## src/tlb_pkg.sv

```systemverilog
`default_nettype none

package tlb_pkg;

    localparam int tlb_num_default = 16;

    // page size codes returned on lookup
    localparam logic [5:0] ps_4m = 6'd21;
    localparam logic [5:0] ps_4k = 6'd12;

    // one half of a page pair
    typedef struct packed {
        logic [19:0] ppn;
        logic [1:0]  plv;
        logic [1:0]  mat;
        logic        d;
        logic        v;
        // register image only
        logic        g;
    } page_attr_t;

    typedef struct packed {
        logic        e;
        logic [18:0] vppn;
        logic        huge;
        logic [9:0]  asid;
        logic        g;
        page_attr_t  lo0;
        page_attr_t  lo1;
    } tlb_entry_t;

    typedef struct packed {
        logic [18:0] vppn;
        logic        va_bit12;
        logic [9:0]  asid;
    } lookup_req_t;

    typedef struct packed {
        logic        found;
        logic [3:0]  index;
        logic [19:0] ppn;
        logic [5:0]  ps;
        logic [1:0]  plv;
        logic [1:0]  mat;
        logic        d;
        logic        v;
    } lookup_rsp_t;

    typedef struct packed {
        logic        valid;
        logic [4:0]  op;
        logic [9:0]  asid;
        logic [18:0] vppn;
        logic        huge;
    } inv_req_t;

    typedef struct packed {
        logic        psel;
        logic        penable;
        logic        pwrite;
        logic [7:0]  paddr;
        logic [31:0] pwdata;
    } apb_req_t;

    typedef struct packed {
        logic [31:0] prdata;
        logic        pready;
        logic        pslverr;
    } apb_rsp_t;

    typedef enum logic [1:0] {
        cmd_none  = 2'd0,
        cmd_write = 2'd1,
        cmd_read  = 2'd2,
        cmd_inv   = 2'd3
    } cmd_e;

    // invtlb ops
    localparam logic [4:0] inv_all0            = 5'd0;
    localparam logic [4:0] inv_all1            = 5'd1;
    localparam logic [4:0] inv_glob            = 5'd2;
    localparam logic [4:0] inv_nglob           = 5'd3;
    localparam logic [4:0] inv_nglob_asid      = 5'd4;
    localparam logic [4:0] inv_nglob_asid_va   = 5'd5;
    localparam logic [4:0] inv_glob_or_asid_va = 5'd6;

    // apb register map
    localparam logic [7:0] reg_entryhi = 8'h00;
    localparam logic [7:0] reg_asid    = 8'h04;
    localparam logic [7:0] reg_lo0     = 8'h08;
    localparam logic [7:0] reg_lo1     = 8'h0C;
    localparam logic [7:0] reg_index   = 8'h10;
    localparam logic [7:0] reg_cmd     = 8'h14;

endpackage

`default_nettype wire
```

## src/tlb_csr_ctrl.sv

```systemverilog
`timescale 1ns/1ps
`default_nettype none

module tlb_csr_ctrl import tlb_pkg::*; #(
    parameter int TLBNUM = tlb_num_default
) (
    input  wire                          clk,
    input  wire                          rstn,
    input  wire apb_req_t                apb_req,
    input  wire tlb_entry_t              r_entry,
    output apb_rsp_t                     apb_rsp,
    output logic                         we,
    output logic [$clog2(TLBNUM)-1:0]    w_index,
    output logic [$clog2(TLBNUM)-1:0]    r_index,
    output tlb_entry_t                   w_entry,
    output inv_req_t                     inv
);

    localparam int idx_w = $clog2(TLBNUM);

    // staging registers
    logic [18:0]      hi_vppn;
    logic             hi_huge;
    logic [9:0]       asid_q;
    page_attr_t       lo0_q;
    page_attr_t       lo1_q;
    logic [idx_w-1:0] index_q;
    logic             ne_q;

    logic             access;
    logic             wr_acc;
    logic             mapped;
    logic             cmd_acc;
    logic             rd_cmd;
    cmd_e             cmd;
    logic [31:0]      rdata;

    function automatic page_attr_t lo_from_word(logic [31:0] w);
        page_attr_t p;
        p.v   = w[0];
        p.d   = w[1];
        p.plv = w[3:2];
        p.mat = w[5:4];
        p.g   = w[6];
        p.ppn = w[27:8];
        return p;
    endfunction

    function automatic logic [31:0] lo_to_word(page_attr_t p);
        return {4'b0, p.ppn, 1'b0, p.g, p.mat, p.plv, p.d, p.v};
    endfunction

    assign access  = apb_req.psel && apb_req.penable;
    assign wr_acc  = access && apb_req.pwrite;
    assign mapped  = apb_req.paddr inside {reg_entryhi, reg_asid, reg_lo0, reg_lo1,
                                           reg_index, reg_cmd};
    assign cmd_acc = wr_acc && (apb_req.paddr == reg_cmd);
    assign cmd     = cmd_e'(apb_req.pwdata[1:0]);
    assign rd_cmd  = cmd_acc && (cmd == cmd_read);

    always_ff @(posedge clk) begin
        if (!rstn) begin
            hi_vppn <= '0;
            hi_huge <= 1'b0;
            asid_q  <= '0;
            lo0_q   <= '0;
            lo1_q   <= '0;
            index_q <= '0;
            ne_q    <= 1'b0;
        end else if (rd_cmd) begin
            // tlbrd image with g copied into both halves
            hi_vppn <= r_entry.vppn;
            hi_huge <= r_entry.huge;
            asid_q  <= r_entry.asid;
            lo0_q   <= r_entry.lo0;
            lo1_q   <= r_entry.lo1;
            lo0_q.g <= r_entry.g;
            lo1_q.g <= r_entry.g;
            ne_q    <= !r_entry.e;
        end else if (wr_acc) begin
            case (apb_req.paddr)
                reg_entryhi: begin
                    hi_vppn <= apb_req.pwdata[31:13];
                    hi_huge <= apb_req.pwdata[0];
                end
                reg_asid:  asid_q <= apb_req.pwdata[9:0];
                reg_lo0:   lo0_q  <= lo_from_word(apb_req.pwdata);
                reg_lo1:   lo1_q  <= lo_from_word(apb_req.pwdata);
                reg_index: begin
                    index_q <= apb_req.pwdata[idx_w-1:0];
                    ne_q    <= apb_req.pwdata[31];
                end
                default: ;
            endcase
        end
    end

    always_comb begin
        rdata = '0;
        case (apb_req.paddr)
            reg_entryhi: rdata = {hi_vppn, 12'b0, hi_huge};
            reg_asid:    rdata[9:0] = asid_q;
            reg_lo0:     rdata = lo_to_word(lo0_q);
            reg_lo1:     rdata = lo_to_word(lo1_q);
            reg_index: begin
                rdata[31]        = ne_q;
                rdata[idx_w-1:0] = index_q;
            end
            default: ;
        endcase
    end

    always_comb begin
        apb_rsp.prdata  = (access && !apb_req.pwrite) ? rdata : 32'b0;
        apb_rsp.pready  = 1'b1;
        apb_rsp.pslverr = access && !mapped;
    end

    // tlbwr image where g is the AND of both halves
    always_comb begin
        w_entry.e    = !ne_q;
        w_entry.vppn = hi_vppn;
        w_entry.huge = hi_huge;
        w_entry.asid = asid_q;
        w_entry.g    = lo0_q.g && lo1_q.g;
        w_entry.lo0  = lo0_q;
        w_entry.lo1  = lo1_q;
    end

    assign we      = cmd_acc && (cmd == cmd_write);
    assign w_index = index_q;
    assign r_index = index_q;

    always_comb begin
        inv.valid = cmd_acc && (cmd == cmd_inv);
        inv.op    = apb_req.pwdata[8:4];
        inv.asid  = asid_q;
        inv.vppn  = hi_vppn;
        inv.huge  = hi_huge;
    end

endmodule

`default_nettype wire

```

## src/tlb_entry_array.sv

```systemverilog
`timescale 1ns/1ps
`default_nettype none

module tlb_entry_array import tlb_pkg::*; #(
    parameter int TLBNUM = tlb_num_default
) (
    input  wire                                 clk,
    input  wire                                 rstn,
    input  wire                                 we,
    input  wire        [$clog2(TLBNUM)-1:0]     w_index,
    input  wire tlb_entry_t                     w_entry,
    input  wire        [$clog2(TLBNUM)-1:0]     r_index,
    input  wire inv_req_t                       inv,
    output tlb_entry_t                          r_entry,
    output tlb_entry_t [TLBNUM-1:0]             entries
);

    localparam int idx_w = $clog2(TLBNUM);

    // payload storage and the separate exist bits
    tlb_entry_t [TLBNUM-1:0] store;
    logic       [TLBNUM-1:0] exist;
    logic       [TLBNUM-1:0] inv_hit;

    for (genvar i = 0; i < TLBNUM; i++) begin : g_entry
        logic is_g;
        logic asid_eq;
        logic va_eq;
        logic w_sel;

        assign w_sel   = we && (w_index == idx_w'(i));
        assign is_g    = store[i].g;
        assign asid_eq = (inv.asid == store[i].asid);
        // full vppn plus page size
        assign va_eq   = (inv.vppn == store[i].vppn) && (inv.huge == store[i].huge);

        always_comb begin
            case (inv.op)
                inv_all0,
                inv_all1:            inv_hit[i] = 1'b1;
                inv_glob:            inv_hit[i] = is_g;
                inv_nglob:           inv_hit[i] = !is_g;
                inv_nglob_asid:      inv_hit[i] = !is_g && asid_eq;
                inv_nglob_asid_va:   inv_hit[i] = !is_g && asid_eq && va_eq;
                inv_glob_or_asid_va: inv_hit[i] = (is_g || asid_eq) && va_eq;
                // ops above 6 leave the table alone
                default:             inv_hit[i] = 1'b0;
            endcase
        end

        always_ff @(posedge clk) begin
            if (w_sel) begin
                store[i] <= w_entry;
            end
        end

        // write takes priority over invalidate
        always_ff @(posedge clk) begin
            if (!rstn) begin
                exist[i] <= 1'b0;
            end else if (w_sel) begin
                exist[i] <= w_entry.e;
            end else if (inv.valid && inv_hit[i]) begin
                exist[i] <= 1'b0;
            end
        end

        always_comb begin
            entries[i]   = store[i];
            entries[i].e = exist[i];
        end
    end

    assign r_entry = entries[r_index];

endmodule

`default_nettype wire

```

## src/tlb_lookup.sv

```systemverilog
`timescale 1ns/1ps
`default_nettype none

module tlb_lookup import tlb_pkg::*; #(
    parameter int TLBNUM = tlb_num_default
) (
    input  wire tlb_entry_t [TLBNUM-1:0] entries,
    input  wire lookup_req_t             req,
    output lookup_rsp_t                  rsp
);

    localparam int idx_w = $clog2(TLBNUM);

    logic [TLBNUM-1:0] match;
    logic [idx_w-1:0]  hit_idx;
    tlb_entry_t        hit;
    page_attr_t        half;
    logic              odd;

    always_comb begin
        for (int i = 0; i < TLBNUM; i++) begin
            match[i] = entries[i].e
                && (entries[i].vppn[18:9] == req.vppn[18:9])
                && (entries[i].huge || (entries[i].vppn[8:0] == req.vppn[8:0]))
                && (entries[i].g || (entries[i].asid == req.asid));
        end
    end

    // lowest index wins
    always_comb begin
        hit_idx = '0;
        for (int i = TLBNUM - 1; i >= 0; i--) begin
            if (match[i]) begin
                hit_idx = idx_w'(i);
            end
        end
    end

    assign hit  = entries[hit_idx];
    // odd page bit sits at va[21] for 4 MB, va[12] for 4 KB
    assign odd  = hit.huge ? req.vppn[8] : req.va_bit12;
    assign half = odd ? hit.lo1 : hit.lo0;

    always_comb begin
        rsp = '0;
        if (|match) begin
            rsp.found = 1'b1;
            rsp.index = 4'(hit_idx);
            rsp.ppn   = half.ppn;
            rsp.ps    = hit.huge ? ps_4m : ps_4k;
            rsp.plv   = half.plv;
            rsp.mat   = half.mat;
            rsp.d     = half.d;
            rsp.v     = half.v;
        end
    end

endmodule

`default_nettype wire

```

## src/tlb_mmu_top.sv

```systemverilog
`timescale 1ns/1ps
`default_nettype none

module tlb_mmu_top import tlb_pkg::*; #(
    parameter int TLBNUM = tlb_num_default
) (
    input  wire                clk,
    input  wire                rstn,
    input  wire apb_req_t      apb_req,
    output apb_rsp_t           apb_rsp,
    input  wire lookup_req_t   fetch_req,
    output lookup_rsp_t        fetch_rsp,
    input  wire lookup_req_t   data_req,
    output lookup_rsp_t        data_rsp
);

    logic                       we;
    logic [$clog2(TLBNUM)-1:0]  w_index;
    logic [$clog2(TLBNUM)-1:0]  r_index;
    tlb_entry_t                 w_entry;
    tlb_entry_t                 r_entry;
    inv_req_t                   inv;
    tlb_entry_t [TLBNUM-1:0]    entries;

    tlb_csr_ctrl #(.TLBNUM(TLBNUM)) u_csr_ctrl (
        .clk     (clk),
        .rstn    (rstn),
        .apb_req (apb_req),
        .r_entry (r_entry),
        .apb_rsp (apb_rsp),
        .we      (we),
        .w_index (w_index),
        .r_index (r_index),
        .w_entry (w_entry),
        .inv     (inv)
    );

    tlb_entry_array #(.TLBNUM(TLBNUM)) u_entry_array (
        .clk     (clk),
        .rstn    (rstn),
        .we      (we),
        .w_index (w_index),
        .w_entry (w_entry),
        .r_index (r_index),
        .inv     (inv),
        .r_entry (r_entry),
        .entries (entries)
    );

    // instruction fetch side
    tlb_lookup #(.TLBNUM(TLBNUM)) u_fetch_lookup (
        .entries (entries),
        .req     (fetch_req),
        .rsp     (fetch_rsp)
    );

    // load/store side
    tlb_lookup #(.TLBNUM(TLBNUM)) u_data_lookup (
        .entries (entries),
        .req     (data_req),
        .rsp     (data_rsp)
    );

endmodule

`default_nettype wire

```

## config.mk

```make
export PLATFORM = sky130hd
export DESIGN_NAME = tlb_mmu_top
export DESIGN_NICKNAME = d
export VERILOG_FILES = /design/src/tlb_pkg.sv /design/src/tlb_csr_ctrl.sv /design/src/tlb_entry_array.sv /design/src/tlb_lookup.sv /design/src/tlb_mmu_top.sv
export SDC_FILE = /design/constraint.sdc
export NUM_CORES = 2
export LEC_CHECK = 0
export BUFFER_PORTS_ARGS = -buffer_cell sky130_fd_sc_hd__buf_2
export CORE_UTILIZATION = 25
export DETAILED_ROUTE_END_ITERATION = 16
export HOLD_SLACK_MARGIN = 0.02
export SETUP_SLACK_MARGIN = 0.4
export SLEW_MARGIN = 0
export SYNTH_ARGS = -nofsm -noshare
export SYNTH_HDL_FRONTEND = slang
export SYNTH_SLANG_ARGS = --single-unit
```

## constraint.sdc

```tcl
create_clock -name clk -period 19.41 [get_ports clk]
set_input_delay 0.9705 -clock clk [delete_from_list [all_inputs] [get_ports clk]]
set_output_delay 0.9705 -clock clk [all_outputs]
set_load 0.05 [all_outputs]
```

==> flow_summary.toml <==
[sta]
tns_ns = 0
slew-limit-headroom = 0.05149
drv_slew = 0
clock_skew_ns = 0.06737
tightestPinTransition_ns = 1.410
post-route-min-period_ns = 9.130
setup_viol = 0
finalHoldViolCount = 0
rsz0062_at_grt = "false"
max_freq_mhz = 109.5
min_period_over_period = 0.4704

[die]
start_util = 0.2511
die_h_um = 602.2
die-area_mm2 = 0.3626
row_count = 220
pin_count = 213
core_mm2 = 0.3587
die_x_um = 602.2

[synth]
syn-cell-area_mm2 = 0.09005
async_flop_share = 0
synthFlopType = "edfxtp_1"
synth_edf_count = 1328
ys_ff_latch = 1433
synth_area_leaders = "edfxtp_1 (44%), mux4_2 (11%), xor2_1 (8.7%)"
yosys.area.top_type = "edfxtp_1"
syn_avg_cell_area_um2 = 11.62
ys_types = 78
syn_inst = 7747
yosys_warnings = 0
synth_top_area_frac = 0.4428
synth_seq_area_share = 0.4662

[drt]
num_vias = 69830
via_per_inst = 5.547
drtAntennaViolNets = 0
routed_wl_um = 383400
wl_per_cell_um = 30.46
drcViolationCount = 0
dr.pass1.iters = 6
drt_iter0_drc = 9631

[placement]
io_buffers = 207
place_area_mm2 = 0.09589
hpwl_um = 246000
gp_congestion = 1.022

[clock_tree]
post_cts_buffers = 0
cts.repair.resized = 0
cts_tree = "built"
htree_levels = 4
clkTransAtPathRegs_ns = 0.07
clock_latency_ns = 0.86
cts_inserted_buffers = 155
cts_buffer_depth = 4
clock_sinks = 1433
root_buffer = "clkbuf_16"
cts_hold_buf = 0

[global_routing]
grt_use_total = 0.2029
overflow = 0
grt_first_pass_wirelength_um = 527300
grt_pass1_vias = 65300
grt_max_degree = 187
antenna_found_initial = 34

[critical_path]
cp.arrival_ns = 8.16
max_stage_delay_ns = 0.93
critPathBufInv = 5
path_max_fanout = 107
critPathRequiredTime_ns = 18.44
crit_path_start_kind = "input pin"
end_kind = "primary output"
crit_family = "buffers and inverters"
crit_chain = "buf_2 -> xor2_1 -> nor4_1 -> a41oi_1 -> nor4_1 -> o221ai_1 -> o221ai_4 -> buf_12 -> buf_4 -> buf_4 -> mux2_2 -> nand2_1 -> o21ai_0 -> nor2_1 -> nand3_1 -> o311a_1 -> buf_2"
cp_slowest_cell = "nor4_1"
critPathKind = "in -> out"

[finish]
num-nets-final = 7787
stdcell_area_mm2 = 0.1009
mostFrequentLayoutCells = "edfxtp_1 (1,328), nand2_1 (921), xor2_1 (898), xnor2_1 (527), mux4_2 (420)"
syn2layout_area_growth_pct = 12.06
final_common_cell = "edfxtp_1"
num-fill-cells = 36520
drive_above_1_share = 0.1717

[power]
power_density_mw_per_mm2 = 65.46
p_leak_nw = 39.59
peakVddDrop_v = 0.00008443

[status]
outcome = "complete, no violations"

[flow_run]
drv_cap = 0

[worst_hold_path]
hp-class = "in -> reg"
==> through the flow <==
step	std cells	utilization	hold WS [ns]	worst slack [ns]	power [mW]
floorplan	7750	-	0.4688	12.92	3.550
global placement	12300	0.2674	0.4390	10.32	3.623
detailed placement	12300	0.2674	0.4577	10.41	3.623
CTS	12570	0.2812	0.3810	10.40	6.616
global route	12580	0.2813	0.4274	10.13	6.724
finish	12590	0.2813	0.4022	10.28	6.606
==> layout make-up <==
type / instances / area [um^2] / area share
repair buffers: 389 / 2532 / 0.02510
clock buffers: 192 / 4183 / 0.04145
multi-input cells: 5689 / 45320 / 0.4492
inverters: 14 / 52.55 / 0.0005208
clock inverters: 76 / 773.2 / 0.007663
diodes: 22 / 55.05 / 0.0005456
well taps: 4773 / 5972 / 0.05918
flip-flops and latches: 1433 / 42020 / 0.4164
==> state kept, by name, indices dropped and copies added (netlist names) <==
signal                      cells
u_csr_ctrl.asid_q              10
u_csr_ctrl.ne_q                 1
u_csr_ctrl.r_index              4
u_entry_array.g_entry.is_g     16
u_csr_ctrl.hi_huge              1
u_csr_ctrl.hi_vppn             19
u_csr_ctrl.w_entry             54
u_entry_array.entries        1328
==> final timing paths <==
check                                      from                                     to  slack, ns  depth (start not counted)
max                               fetch_req[11]                           fetch_rsp[2]      10.28                         17
min                                 apb_req[11]    u_csr_ctrl.w_entry[37]$_SDFFE_PN0P_       0.40                          3
max reg2reg  u_csr_ctrl.r_index[0]$_SDFFE_PN0P_    u_csr_ctrl.w_entry[15]$_SDFFE_PN0P_      13.56                          8
min reg2reg   u_csr_ctrl.asid_q[7]$_SDFFE_PN0P_  u_entry_array.entries[1266]$_DFFE_PP_       0.48                          0
==> report_power, final <==
group	switching (mW)	total, mW	internal, mW
registers	0.000591	3.32	3.32
clock network	1.32	3.04	1.72
logic	0.174	0.245	0.0718
total	1.50	6.61	5.11
==> worst register-to-register path: stages, from the launching register on <==
cell and delay, ns:
dfxtp_4 0.86, buf_4 0.95, buf_4 0.78, buf_4 0.85
buf_4 0.89, mux4_2 0.73, mux4_2 0.50, nand2_1 0.09
a31oi_1 0.09
==> cells by family after synthesis <==
kind of cell | synth area share
DFF | 0.4662
AOI/OAI and AO/OA | 0.07175
xor gates and xnor gates | 0.1386
and+or+nand+nor | 0.1189
buffers and inverters | 0.03492
muxes | 0.1696
other | 0.00008340
==> layer usage <==
layer  up-vias  part of all wire  GRT usage
li1      28970                 -          -
met1     34920              0.35     0.2401
met2      4740              0.44     0.3144
met3      1179              0.10    0.04357
met4        28             0.099     0.1722
met5         -           0.00045          0
==> cells in the mapped netlist, types with 20 or more instances <==
cell and count:
a211oi_1 95, a21oi_1 113, a22oi_1 23, a31oi_1 76, a41oi_1 56, buf_1 56
buf_2 141, buf_4 56, buf_6 43, clkbuf_1 312, dfxtp_1 105, edfxtp_1 1328
mux2_1 20, mux2_2 197, mux2i_1 330, mux4_2 420, nand2_1 924, nand3_1 401
nand4_1 133, nor2_1 263, nor2b_1 64, nor3_1 139, nor4_1 208, o2111ai_1 26
o211ai_1 52, o21ai_0 362, o22ai_1 131, o311a_1 27, or3_1 68, xnor2_1 527
xor2_1 898
No activity file was read; power rests on OpenSTA's default activity.
